[src/common/vr_pkg.sv]
package vr_pkg;

    ////////////////////
    // Widths
    ////////////////////
    localparam int MSG_W      = 64;
    localparam int VIEW_W     = 16;
    localparam int OP_W       = 16;
    localparam int PAYLOAD_W  = 24;
    localparam int LOG_DEPTH  = 16;
    localparam int LOG_ADDR_W = 4;

    ////////////////////
    // Message types
    ////////////////////
    typedef enum logic [7:0] {
        MSG_SETUP        = 8'd1,
        MSG_PREPARE      = 8'd2,
        MSG_SETUP_ACK    = 8'd3,
        MSG_PREPARE_OK   = 8'd4,
        MSG_PREPARE_NACK = 8'd5,
        MSG_LOG_READ     = 8'd6,
        MSG_LOG_DATA     = 8'd7
    } msg_type_e;

    // One message word with the type in the top byte.
    typedef struct packed {
        msg_type_e              msg_type;
        logic [VIEW_W-1:0]      view;
        logic [OP_W-1:0]        op_num;
        logic [PAYLOAD_W-1:0]   payload;
    } vr_msg_t;

    // Replica state.
    typedef struct packed {
        logic [VIEW_W-1:0]      view;
        logic [OP_W-1:0]        op_num;
    } vr_state_t;

    typedef logic [15:0] conn_id_t; // Connection tag.

endpackage

[src/common/vr_msg_if.sv]
`timescale 1ns/10ps

interface vr_msg_if;
    import vr_pkg::*;

    logic       val;
    logic       rdy;
    conn_id_t   info;
    vr_msg_t    data;

    // Transfer on a clock edge with val and rdy both high.
    modport src (
        output val,
        output info,
        output data,
        input  rdy
    );

    modport dst (
        input  val,
        input  info,
        input  data,
        output rdy
    );

endinterface

[src/prepare/vr_log_mem.sv]
`timescale 1ns/10ps

module vr_log_mem (
    input  logic                                clk,
    input  logic                                wr_val,
    input  logic [vr_pkg::LOG_ADDR_W-1:0]       wr_addr,
    input  logic [vr_pkg::PAYLOAD_W-1:0]        wr_data,
    input  logic                                rd_val,
    input  logic [vr_pkg::LOG_ADDR_W-1:0]       rd_addr,
    output logic [vr_pkg::PAYLOAD_W-1:0]        rd_data
);
    import vr_pkg::*;

    logic [PAYLOAD_W-1:0] mem [LOG_DEPTH];

    always_ff @(posedge clk) begin
        if (wr_val) begin
            mem[wr_addr] <= wr_data;
        end
    end

    // Read data one cycle after rd_val.
    always_ff @(posedge clk) begin
        if (rd_val) begin
            rd_data <= mem[rd_addr];
        end
    end

endmodule

[src/prepare/vr_prepare_eng.sv]
`timescale 1ns/10ps

module vr_prepare_eng (
    input  logic                clk,
    input  logic                reset,
    vr_msg_if.dst               req,
    input  logic                state_wr_val,
    input  vr_pkg::vr_state_t   state_wr_data,
    vr_msg_if.src               reply
);
    import vr_pkg::*;

    vr_state_t              state_rd;
    logic [OP_W-1:0]        op_next;
    logic                   accept;
    logic                   is_read;
    logic                   in_seq;
    logic                   prep_upd;

    logic                   wr_val;
    logic [LOG_ADDR_W-1:0]  wr_addr;
    logic [PAYLOAD_W-1:0]   wr_data;
    logic                   rd_val;
    logic [LOG_ADDR_W-1:0]  rd_addr;
    logic [PAYLOAD_W-1:0]   rd_data;

    logic                   rd_pend;
    conn_id_t               rd_info;
    vr_msg_t                rd_msg;

    logic                   rep_val;
    conn_id_t               rep_info;
    vr_msg_t                rep_data;

    // No accept while a log read waits for its data.
    assign req.rdy  = !rd_pend && (!rep_val || reply.rdy);
    assign accept   = req.val && req.rdy;
    assign is_read  = (req.data.msg_type == MSG_LOG_READ);
    assign op_next  = state_rd.op_num + 16'd1;
    assign in_seq   = (req.data.view == state_rd.view) && (req.data.op_num == op_next);
    assign prep_upd = accept && !is_read && in_seq;

    ////////////////////
    // Replica state
    ////////////////////
    always_ff @(posedge clk) begin
        if (reset) begin
            state_rd <= '0;
        end else if (state_wr_val) begin
            state_rd <= state_wr_data; // Setup wins.
        end else if (prep_upd) begin
            state_rd.op_num <= req.data.op_num;
        end
    end

    ////////////////////
    // Log access
    ////////////////////
    assign wr_val  = prep_upd;
    assign wr_addr = req.data.op_num[LOG_ADDR_W-1:0];
    assign wr_data = req.data.payload;
    assign rd_val  = accept && is_read;
    assign rd_addr = req.data.op_num[LOG_ADDR_W-1:0];

    vr_log_mem log0 (
        .clk     (clk),
        .wr_val  (wr_val),
        .wr_addr (wr_addr),
        .wr_data (wr_data),
        .rd_val  (rd_val),
        .rd_addr (rd_addr),
        .rd_data (rd_data)
    );

    ////////////////////
    // Reply slot
    ////////////////////
    always_ff @(posedge clk) begin
        if (reset) begin
            rd_pend <= 1'b0;
            rep_val <= 1'b0;
        end else begin
            rd_pend <= rd_val;
            if (rd_pend || (accept && !is_read)) begin
                rep_val <= 1'b1;
            end else if (reply.rdy) begin
                rep_val <= 1'b0;
            end
        end
    end

    always_ff @(posedge clk) begin
        if (rd_val) begin
            rd_info <= req.info;
            rd_msg  <= req.data;
        end
        if (rd_pend) begin
            rep_info          <= rd_info;
            rep_data.msg_type <= MSG_LOG_DATA;
            rep_data.view     <= rd_msg.view;
            rep_data.op_num   <= rd_msg.op_num;
            rep_data.payload  <= rd_data;
        end else if (accept && !is_read) begin
            rep_info          <= req.info;
            rep_data.msg_type <= in_seq ? MSG_PREPARE_OK : MSG_PREPARE_NACK;
            rep_data.view     <= in_seq ? req.data.view : state_rd.view;
            rep_data.op_num   <= in_seq ? req.data.op_num : state_rd.op_num;
            rep_data.payload  <= '0;
        end
    end

    assign reply.val  = rep_val;
    assign reply.info = rep_info;
    assign reply.data = rep_data;

endmodule

[src/hw/vr_req_splitter.sv]
`timescale 1ns/10ps

module vr_req_splitter (
    input  logic                clk,
    input  logic                reset,
    input  logic                in_val,
    input  vr_pkg::conn_id_t    in_info,
    input  vr_pkg::vr_msg_t     in_data,
    output logic                in_rdy,
    vr_msg_if.src               setup_out,
    vr_msg_if.src               prep_out
);
    import vr_pkg::*;

    logic       hold_val;
    conn_id_t   hold_info;
    vr_msg_t    hold_data;
    logic       is_setup;
    logic       is_prep;
    logic       hold_done;

    assign is_setup = (hold_data.msg_type == MSG_SETUP);
    assign is_prep  = (hold_data.msg_type == MSG_PREPARE) ||
                      (hold_data.msg_type == MSG_LOG_READ);

    // Unknown types leave the register after one cycle.
    assign hold_done = is_setup ? setup_out.rdy :
                       is_prep  ? prep_out.rdy  : 1'b1;

    always_ff @(posedge clk) begin
        if (reset) begin
            hold_val <= 1'b0;
            in_rdy   <= 1'b0;
        end else if (in_val && in_rdy) begin
            hold_val <= 1'b1;
            in_rdy   <= 1'b0;
        end else if (hold_val && hold_done) begin
            hold_val <= 1'b0;
            in_rdy   <= 1'b1; // Slot free again.
        end else if (!hold_val) begin
            in_rdy   <= 1'b1;
        end
    end

    always_ff @(posedge clk) begin
        if (in_val && in_rdy) begin
            hold_info <= in_info;
            hold_data <= in_data;
        end
    end

    assign setup_out.val  = hold_val && is_setup;
    assign setup_out.info = hold_info;
    assign setup_out.data = hold_data;

    assign prep_out.val   = hold_val && is_prep;
    assign prep_out.info  = hold_info;
    assign prep_out.data  = hold_data;

endmodule

[src/hw/vr_setup_eng.sv]
`timescale 1ns/10ps

module vr_setup_eng (
    input  logic                clk,
    input  logic                reset,
    vr_msg_if.dst               req,
    output logic                state_wr_val,
    output vr_pkg::vr_state_t   state_wr_data,
    vr_msg_if.src               reply
);
    import vr_pkg::*;

    logic       rep_val;
    conn_id_t   rep_info;
    vr_msg_t    rep_data;
    logic       accept;

    // Slot counts as free while its reply drains.
    assign req.rdy = !rep_val || reply.rdy;
    assign accept  = req.val && req.rdy;

    // State write in the cycle of acceptance.
    assign state_wr_val          = accept;
    assign state_wr_data.view    = req.data.view;
    assign state_wr_data.op_num  = req.data.op_num;

    always_ff @(posedge clk) begin
        if (reset) begin
            rep_val <= 1'b0;
        end else if (accept) begin
            rep_val <= 1'b1;
        end else if (reply.rdy) begin
            rep_val <= 1'b0;
        end
    end

    always_ff @(posedge clk) begin
        if (accept) begin
            rep_info         <= req.info;
            rep_data.msg_type <= MSG_SETUP_ACK;
            rep_data.view    <= req.data.view;
            rep_data.op_num  <= req.data.op_num;
            rep_data.payload <= '0;
        end
    end

    assign reply.val  = rep_val;
    assign reply.info = rep_info;
    assign reply.data = rep_data;

endmodule

[src/hw/vr_out_merger.sv]
`timescale 1ns/10ps

module vr_out_merger (
    input  logic                clk,
    input  logic                reset,
    vr_msg_if.dst               in_a,
    vr_msg_if.dst               in_b,
    output logic                out_val,
    output vr_pkg::conn_id_t    out_info,
    output vr_pkg::vr_msg_t     out_data,
    input  logic                out_rdy
);
    import vr_pkg::*;

    logic   rr_ptr; // Low prefers in_a.
    logic   load_ok;
    logic   grant_a;
    logic   grant_b;
    logic   take_a;
    logic   take_b;

    assign load_ok = !out_val || out_rdy;
    assign grant_a = in_a.val && (!in_b.val || !rr_ptr);
    assign grant_b = in_b.val && (!in_a.val || rr_ptr);

    assign in_a.rdy = load_ok && grant_a;
    assign in_b.rdy = load_ok && grant_b;
    assign take_a   = in_a.val && in_a.rdy;
    assign take_b   = in_b.val && in_b.rdy;

    always_ff @(posedge clk) begin
        if (reset) begin
            out_val <= 1'b0;
            rr_ptr  <= 1'b0;
        end else begin
            if (load_ok) begin
                out_val <= take_a || take_b;
            end
            if (take_a || take_b) begin
                rr_ptr <= !rr_ptr;
            end
        end
    end

    always_ff @(posedge clk) begin
        if (take_a) begin
            out_info <= in_a.info;
            out_data <= in_a.data;
        end else if (take_b) begin
            out_info <= in_b.info;
            out_data <= in_b.data;
        end
    end

endmodule

[src/hw/vr_core.sv]
`timescale 1ns/10ps

module vr_core (
    input  logic                clk,
    input  logic                reset,
    input  logic                in_val,
    input  vr_pkg::conn_id_t    in_info,
    input  vr_pkg::vr_msg_t     in_data,
    output logic                in_rdy,
    output logic                out_val,
    output vr_pkg::conn_id_t    out_info,
    output vr_pkg::vr_msg_t     out_data,
    input  logic                out_rdy
);
    import vr_pkg::*;

    vr_msg_if split_setup ();
    vr_msg_if split_prep ();
    vr_msg_if setup_reply ();
    vr_msg_if prep_reply ();

    logic       state_wr_val;
    vr_state_t  state_wr_data;

    ////////////////////
    // Request side
    ////////////////////
    vr_req_splitter split0 (
        .clk       (clk),
        .reset     (reset),
        .in_val    (in_val),
        .in_info   (in_info),
        .in_data   (in_data),
        .in_rdy    (in_rdy),
        .setup_out (split_setup.src),
        .prep_out  (split_prep.src)
    );

    vr_setup_eng setup0 (
        .clk           (clk),
        .reset         (reset),
        .req           (split_setup.dst),
        .state_wr_val  (state_wr_val),
        .state_wr_data (state_wr_data),
        .reply         (setup_reply.src)
    );

    vr_prepare_eng prep0 (
        .clk           (clk),
        .reset         (reset),
        .req           (split_prep.dst),
        .state_wr_val  (state_wr_val),
        .state_wr_data (state_wr_data),
        .reply         (prep_reply.src)
    );

    ////////////////////
    // Reply side
    ////////////////////
    vr_out_merger merge0 (
        .clk      (clk),
        .reset    (reset),
        .in_a     (setup_reply.dst),
        .in_b     (prep_reply.dst),
        .out_val  (out_val),
        .out_info (out_info),
        .out_data (out_data),
        .out_rdy  (out_rdy)
    );

endmodule

[config.mk]
export PLATFORM = sky130hd
export DESIGN_NAME = vr_core
export DESIGN_NICKNAME = d
export VERILOG_FILES = /design/src/common/vr_pkg.sv /design/src/common/vr_msg_if.sv /design/src/prepare/vr_log_mem.sv /design/src/prepare/vr_prepare_eng.sv /design/src/hw/vr_req_splitter.sv /design/src/hw/vr_setup_eng.sv /design/src/hw/vr_out_merger.sv /design/src/hw/vr_core.sv
export SDC_FILE = /design/constraint.sdc
export NUM_CORES = 1
export LEC_CHECK = 0
export BUFFER_PORTS_ARGS = -buffer_cell sky130_fd_sc_hd__buf_2
export CAP_MARGIN = 25
export CORE_AREA = 2 2 216 218
export CTS_CLUSTER_DIAMETER = 80
export DETAILED_ROUTE_END_ITERATION = 8
export DIE_AREA = 0 0 218 220
export PLACE_DENSITY = 0.83
export SLEW_MARGIN = 25
export SYNTH_ARGS = -nofsm -noshare
export SYNTH_HDL_FRONTEND = slang
export SYNTH_SLANG_ARGS = --single-unit
[constraint.sdc]
create_clock -name clk -period 12.3 [get_ports clk]
set_input_delay 2.46 -clock clk [delete_from_list [all_inputs] [get_ports clk]]
set_output_delay 2.46 -clock clk [all_outputs]
set_load 0.03 [all_outputs]
==> summary.txt, run 1 <==
Logic synthesis
  – Ys flop type: edfxtp_1
  – Seq cells post-synth: 772
  – Yosys cell types: 59
  – Synthesized cell area: 29,200 um2
  – Sequential fraction of the synthesis area: 0.779
  – Synthesis Warnings: 0
  – Avg Cell Area, Syn: 20.5 um2
  – Post-synthesis async set-or-reset flop share: 0
  – Post-synthesis cell count: around 1,400
  – EDFF count, synth: ~730

Critical path
  – Worst path bufs/invs: 2
  – Critical path class: in -> reg
  – Required time worst endpoint: 12.56 ns
  – Worst Path Arrival: approximately 5.9 ns
  – Crit-path cells: buf_2 > nand2b_1 > o21ai_0 > a21o_1 > nor4_1 > nor2b_1 > or4b_1 > nor4_2 > buf_4
  – Startpoint types: input pin
  – Max stage delay cell, worst path: or4b_1
  – Cell family with most CP delay: simple AND/OR/NAND/NOR gates
  – Worst path max stage delay: a little under 1 ns
  – Crit. End Element: register
  – Critical path fanouts, max: 24

STA
  – Slew Limit Fails: 0
  – # setup viols final: 0
  – Slew at the pin with the worst max-slew slack: 1.09 ns
  – Post-route clock period utilization: 0.459
  – F_max: about 180 MHz
  – RSZ-0062 raised after global routing: false
  – Setup WS post-layout: approximately 6.7 ns
  – Final worst path period need: 5.64 ns
  – Final hold violations: 0
  – Max_slew headroom: 0.274
  – Final Skew: 0.0226 ns
  – Total negative slack: 0 ns

Die
  – Initial core utilization: 0.637
  – I/O pin cnt: 166
  – Core area: ~46,000 um2
  – Die Ht: between 200 and 250 um
  – Die X: 218 um
  – Die outline area: 48,000 um2
  – FP Rows: 79

Clock tree
  – CTS tree: yes
  – Clock buffer depth: 3
  – Setup Buffers After CTS: 0
  – Hold Buf Count CTS: 0
  – TritonCTS Buffers: 75
  – H-tree depth: 3
  – CTS-repair resized insts: 0
  – Clk_lat worst skew: 0.61 ns
  – Clock root cell: clkbuf_16
  – Worst-path clk slew: approximately 0.060 ns
  – Clk sink count: slightly below 800

Detailed routing
  – WL met2: between 30,000 and 40,000 um
  – Vias: 14,500
  – Drc violations: 0
  – 1st-iter DRT viols: 1,725
  – Metal3 WL: roughly 5400 um
  – Antenna-violating nets left: 0
  – Max layer used: met4
  – Detailed Routing Iterations Pass 1: 5
  – WL/cell: between 20 and 30 um
  – Drt via density: 6.34
  – Metal-1 WL: approximately 24,000 um
  – Final WL: between 60,000 and 70,000 um

Outcome
  – Status: finished clean

Cells and area
  – Fin cells: approximately 2,300
  – Fillcell total: ~2,500
  – N_diodes: 0
  – Final Core Density: 0.724
  – Nets: 1,706
  – P&R area growth vs syn: 13.7%
  – Layout cells sized above 1: 0.313

GRT
  – GRT Total Usage: 0.280
  – First-pass GRT wire length: 96,100 um
  – Largest net degree at the start of global routing: approximately 110
  – Vias in the first global route: between 10,000 and 15,000
  – Grt total ovfl: 0
  – Initial antenna violation count: 0

Placed design
  – PortBufs: 160
  – DP Worst Slack: around 6.3 ns
  – Dpl hpwl: ~37,000 um
  – GP Congestion: between 0.8 and 0.9
  – Inst Count DP: between 2,000 and 2,500

Power
  – LEAKAGE: ~11 nW
  – PD cells: between 150 and 200 nW/um2
  – Max VDD drop: roughly 0.00018 V
  – Design Power: 0.00520 W

Job
  – Maxcap violations: 0

Worst hold path
  – Hold Path Class: reg -> reg
==> report_power, final <==
group | switching [W] | internal, W | total [W]
Combinational | 0.0000606 | 0.0000488 | 0.000109
Clock | 0.000930 | 0.00126 | 0.00219
Sequential | 0.0000292 | 0.00287 | 0.00290
==> layout by cell type, fill, tap and decap left out, types with 14 or more instances in the layout <==
master / n
mux2i_1: 47
dfxtp_1: 40
edfxtp_1: 731
a21oi_1: 27
nand4_1: 14
mux4_2: 120
nand2b_1: 38
buf_2: 160
nor2_1: 48
mux2_2: 80
nand2_1: 20
clkbuf_16: 79
clkbuf_1: 24
xnor2_1: 28
and2_1: 49
buf_4: 24
==> per-layer routing <==
layer	up-vias	GRT usage
met3	113	0.0518
met2	776	0.477
met4	0	0.0918
met5	-	0
met1	7518	0.370
li1	6096	-
==> worst register-to-register path, cell delays in order (launching register included) <==
cell and delay, ns:
edfxtp_1 0.38, buf_12 0.59, xor2_1 0.31, nand4_1 0.13
nor4_1 0.33, nand4b_1 0.13, or3b_1 0.41, or4b_1 0.96
nor4_2 0.45, buf_4 0.41
==> kinds of logic (layout without fill, tap and decap cells) <==
logic type	Yosys count	count (layout)	share of synthesized area
buffers and inverters	81	332	0.0123
xor gates and xnor gates	35	35	0.0105
DFF	772	772	0.779
adders and majority gates	1	1	0.000428
muxes	247	247	0.139
AOI/OAI and AO/OA	58	58	0.0131
other	1	5	0.000128
and+or+nand+nor	229	229	0.0450
==> flip-flops by register name, indices dropped and copies added, names as in the netlist, 24 cells and up <==
signal,count
prep0.log0.mem,384
merge0.out_data,59
prep0.log0.rd_data,24
prep0.state_rd,32
prep0.reply.data,58
setup0.reply.data,32
split0.prep_out.data,64
prep0.rd_msg,32
==> cell type report <==
cell class	instances	area, um2	area share
Sequential cell	772	22800	0.686
Clock inverter	29	226	0.00682
Timing Repair Buffer	189	1080	0.0325
Inverter	8	32.5	0.000979
Multi-Input combinational cell	575	6240	0.188
Clock buffer	106	2110	0.0635
Tap cell	607	759	0.0229
==> cell usage after synthesis (2+ instances only) <==
master	count	area share
edfxtp_1	731	0.75
mux4_2	120	0.092
mux2_2	80	0.031
and2_1	50	0.011
nor2_1	48	0.0062
mux2i_1	47	0.016
clkbuf_1	43	0.0055
dfxtp_1	41	0.028
nand2b_1	38	0.0081
xnor2_1	28	0.0084
a21oi_1	27	0.0046
nand2_1	20	0.0026
buf_1	16	0.0021
nand4_1	14	0.0030
nor3_1	13	0.0022
nor4_1	9	0.0019
buf_4	8	0.0021
inv_1	8	0.0010
xor2_1	7	0.0021
nand3_1	6	0.0010
nor4b_1	5	0.0015
o21ai_0	4	0.00068
a211oi_1	3	0.00077
a21o_1	3	0.00077
buf_2	3	0.00051
buf_6	3	0.0012
nand3b_1	3	0.00077
o2111ai_1	3	0.00090
or2_2	3	0.00064
or2b_1	3	0.00077
a31oi_1	2	0.00043
and4_1	2	0.00060
nor2b_1	2	0.00043
o211ai_1	2	0.00051
o21a_1	2	0.00051
o22ai_1	2	0.00043
or4_1	2	0.00051
or4_4	2	0.00077
==> worst paths after layout <==
kind	start	to	slack, ns	cells after the start
worst max register to register	split0.prep_out.data[24]	prep0.log0.mem[0][22]	7.85	9
worst max-delay path	out_rdy	prep0.log0.mem[0][22]	6.66	9
worst min register to register	split0.prep_out.info[12]	setup0.reply.info[12]	0.48	0
worst min-delay path	split0.prep_out.info[12]	setup0.reply.info[12]	0.48	0
==> stage by stage <==
step	hold slack (ns)	instance area [um2]
after floorplan	0.439	29200
after global placement	0.455	30800
after detailed placement	0.458	30900
after CTS	0.473	33200
after global routing	0.501	33200
final	0.481	33200
Note: power is estimated with default switching activity, not from simulation.
==> run 2: changes to the inputs <==
--- a/config.mk
+++ b/config.mk
@@ -5,13 +5,14 @@
 export SDC_FILE = /design/constraint.sdc
 export NUM_CORES = 1
 export LEC_CHECK = 0
+export ABC_AREA = 1
 export BUFFER_PORTS_ARGS = -buffer_cell sky130_fd_sc_hd__buf_2
 export CAP_MARGIN = 25
-export CORE_AREA = 2 2 216 218
+export CORE_AREA = 2 2 233 235
 export CTS_CLUSTER_DIAMETER = 80
 export DETAILED_ROUTE_END_ITERATION = 8
-export DIE_AREA = 0 0 218 220
-export PLACE_DENSITY = 0.83
+export DIE_AREA = 0 0 235 237
+export PLACE_DENSITY = 0.76
 export SLEW_MARGIN = 25
 export SYNTH_ARGS = -nofsm -noshare
 export SYNTH_HDL_FRONTEND = slang
==> constraint.sdc (replaced) <==
create_clock -name clk -period 5.1 [get_ports clk]
set_input_delay 1.02 -clock clk [delete_from_list [all_inputs] [get_ports clk]]
set_output_delay 1.02 -clock clk [all_outputs]
set_load 0.03 [all_outputs]
==> summary.txt, run 2 <==
Detailed routing
  – WL/cell: 21.5 um (-25%)
  – Drc violations: 0 (unchanged)
  – Antenna-violating nets left: 0 (unchanged)
  – 1st-iter DRT viols: 1,888 (+9.4%)
  – Vias: 17,100 (+18%)
  – Final WL: 64,200 um (-1.8%)
  – Detailed Routing Iterations Pass 1: 7 (+2)
  – Drt via density: 5.72 (-9.9%)

Placed design
  – PortBufs: 160 (unchanged)
  – GP Congestion: 0.887 (-1.4%)
  – Dpl cell area: 30,600 um2 (-0.70%)
  – Inst Count DP: 2,844 (+32%)
  – Dpl hpwl: 38,600 um (+4.5%)

Cells and area
  – Nets: 2,312 (+36%)
  – P&R area growth vs syn: 14.1%
  – Multi-input gate area: 5440 um2 (-13%)
  – Most flop-heavy register: prep0.log0.mem
  – Max FFs per register: 384 (unchanged)
  – Design Area, Final: 33,100 um2 (-0.31%)
  – Layout cells sized above 1: 0.160 (-0.153)
  – Fin cells: 2,982 (+30%)
  – Commonest non-fill, non-tap cells in the layout: edfxtp_1 (731), nand2_1 (424), a22oi_1 (192)
  – FF+latch area: 22,800 um2 (about the same)
  – Fillcell total: 3,754 (+47%)
  – Commonest non-fill, non-tap cell in the layout: edfxtp_1

Logic synthesis
  – EDFF count, synth: 731 (unchanged)
  – Post-synthesis mux area share: 0 (-0.139)
  – Leading area contributor after synthesis: edfxtp_1
  – Area contributors post-synth: edfxtp_1 (76%), nand2_1 (5.5%), a22oi_1 (5.0%)
  – Synthesis Warnings: 0 (unchanged)
  – Synth cell count leaders: edfxtp_1 (731), nand2_1 (427), a22oi_1 (192)
  – Avg Cell Area, Syn: 14.2 um2 (-31%)
  – Seq cells post-synth: 772 (unchanged)
  – Sequential fraction of the synthesis area: 0.784 (+0.00520)
  – Ys flop type: edfxtp_1
  – Synthesized cell area: 29,000 um2 (-0.66%)
  – Compound-Gate Fraction of Synth Area: 0.0838 (+0.0706)
  – Yosys cell types: 35 (-41%)
  – Synth Area in Simple Gates: 0.0924 (+0.0474)
  – Post-synthesis async set-or-reset flop share: 0 (unchanged)
  – Count leader, synth: edfxtp_1
  – XOR/XNOR Fraction of Synth Area: 0.00633 (-0.00415)
  – Main combinational cell family by area after synthesis: simple AND/OR/NAND/NOR gates
  – Post-synthesis cell count: 2,051 (+44%)
  – Post-Synth Adder-Cell Area: 0.000431 (+0.00000286)
  – Post-synth top area share: 0.756 (+0.00502)

Critical path
  – Critical path fanouts, max: 24 (unchanged)
  – Critical path class: reg -> reg
  – Crit. End Element: register
  – Worst path bufs/invs: 3 (+1)
  – Cell family with most CP delay: simple AND/OR/NAND/NOR gates
  – R2r endpoint: prep0.log0.mem[3][5]
  – Required time worst endpoint: 5.36 ns (-7.20 ns)
  – Startpoint types: register
  – CP most frequent cell: nand2_1
  – Cells on worst reg2reg path: 13 (+4)
  – Crit-path cells: inv_1 > nand2_1 > nand2_1 > nand2_1 > nor2_1 > nand2_1 > nor2_1 > nand4_1 > nor2_1 > buf_4 > nand3_2 > nor2_2 > buf_4
  – Worst Path Arrival: 3.90 ns (-2.00 ns)
  – FF-to-FF setup slack: 1.46 ns (-6.39 ns)
  – Worst path max stage delay: 0.62 ns (-0.35 ns)
  – Max stage delay cell, worst path: nor2_1
  – Critical R2R Launch: split0.prep_out.data[25]

STA
  – Final worst path period need: between 3 and 4 ns
  – Post-route clock period utilization: 0.713
  – F_max: ~270 MHz
  – Slew at the pin with the worst max-slew slack: 0.921 ns (-0.168 ns)
  – Max_slew headroom: 0.386 (+0.112)
  – RSZ-0062 raised after global routing: false
  – Final hold violations: 0 (unchanged)
  – Hold slack: 0.482 ns (+0.000802 ns)
  – # setup viols final: 0 (unchanged)
  – Slew Limit Fails: 0 (unchanged)
  – Final Skew: 0.0271 ns (+0.00450 ns)
  – Total negative slack: 0 ns (unchanged)

GRT
  – GRT Total Usage: 0.230 (-0.0505)
  – Largest net degree at the start of global routing: 98 (-13%)
  – First-pass GRT wire length: 97,600 um (+1.6%)
  – Vias in the first global route: 16,800 (+13%)
  – Initial antenna violation count: 4 (+4)
  – Grt total ovfl: 0 (unchanged)

Worst hold path
  – Hold Path Class: reg -> reg
  – WHS Endpoint: prep0.reply.data[56]
  – Hold_sp: prep0.reply.data[56]
  – Hold Path Depth: 2 (+2)

Power
  – PD cells: 385 nW/um2 (+150%)
  – LEAKAGE: 11.9 nW (+8.0%)
  – Max VDD drop: 0.000306 V (+72%)

Clock tree
  – Worst-path clk slew: 0.06 ns (about the same)
  – CTS tree: yes
  – CTS-repair resized insts: 0 (unchanged)
  – Clock buffer depth: 3 (unchanged)
  – Clk_lat worst skew: 0.62 ns (about the same)
  – Clock root cell: clkbuf_16
  – Hold Buf Count CTS: 0 (unchanged)
  – Setup Buffers After CTS: 0 (unchanged)
  – H-tree depth: 3 (unchanged)
  – TritonCTS Buffers: 77 (+2.7%)
  – Clk sink count: 772 (unchanged)

Die
  – Initial core utilization: 0.545 (-0.0924)
  – Die Ht: 237 um (+7.7%)
  – Core area: 53,300 um2 (+16%)
  – I/O pin cnt: 166 (unchanged)
  – Die outline area: 55,700 um2 (+16%)
  – Die X: 235 um (+7.8%)
  – FP Rows: 85 (+7.6%)

Outcome
  – Status: finished clean

Job
  – Maxcap violations: 0 (unchanged)
==> run 2: cell types whose count changed in the layout (fill, tap and decap cells not counted), moves of 38 or more <==
cell / previous run / this run
a21oi_1: 27 / 147
a22oi_1: 1 / 192
and2_1: 49 / 0
inv_1: 6 / 131
mux2_2: 80 / 0
mux2i_1: 47 / 0
mux4_2: 120 / 0
nand2_1: 20 / 424
nand2b_1: 38 / 0
nor2_1: 48 / 93
==> run 2: worst max path at each step <==
stage / from / to / slack [ns] / cells past startpoint
2_1_floorplan: out_rdy / prep0.log0.rd_data[0] / 1.05 / 8
3_3_place_gp: split0.prep_out.data[25] / prep0.log0.mem[6][0] / 1.61 / 13
3_5_place_dp: split0.prep_out.data[25] / prep0.log0.mem[6][0] / 1.52 / 13
4_1_cts: split0.prep_out.data[25] / prep0.log0.mem[6][4] / 1.49 / 13
5_1_grt: prep0.state_rd[0] / prep0.log0.mem[6][23] / 1.26 / 15
6_report: split0.prep_out.data[25] / prep0.log0.mem[3][5] / 1.46 / 13
==> run 2: layer usage <==
metal  global-route usage  wire (um)
met5                    0         21
met4               0.0715       1340
met3               0.0407       5140
met2                0.395      32800
met1                0.299      24900
==> run 2: kinds of logic (layout without fill, tap and decap cells) <==
logic type                 Yosys count  after routing
buffers and inverters              238            468
other                                1              6
adders and majority gates            1              1
and+or+nand+nor                    632            632
xor gates and xnor gates            21             21
AOI/OAI and AO/OA                  386            386
DFF                                772            772
==> run 2: cell type report <==
cell class / instances / area share
diodes: 1 / 0.0000756
clock buffers: 94 / 0.0617
clock inverters: 43 / 0.0122
inverters: 141 / 0.0161
multi-input cells: 1045 / 0.164
flip-flops and latches: 772 / 0.688
well taps: 696 / 0.0263
repair buffers: 190 / 0.0316
==> run 2: through the flow <==
stage                util  worst slack, ns  power [W]
detailed placement  0.575             1.52    0.00738
global placement    0.575             1.61    0.00737
floorplan               -             1.05    0.00724
global route        0.621             1.26     0.0131
CTS                 0.621             1.49     0.0128
finish              0.622             1.46     0.0128
==> run 2: report_power, final <==
part	internal [W]	leakage [nW]	switching (W)	total (W)
combinational	0.0000799	3.72	0.000165	0.000245
clock	0.00317	1.20	0.00234	0.00551
sequential	0.00693	6.94	0.0000697	0.00700
total	0.0102	11.9	0.00257	0.0128
==> run 2: tightest hold or removal path, stage by stage, from the launching register on <==
cell and delay [ns]:
dfxtp_1 0.33, o21ai_0 0.08, inv_1 0.05
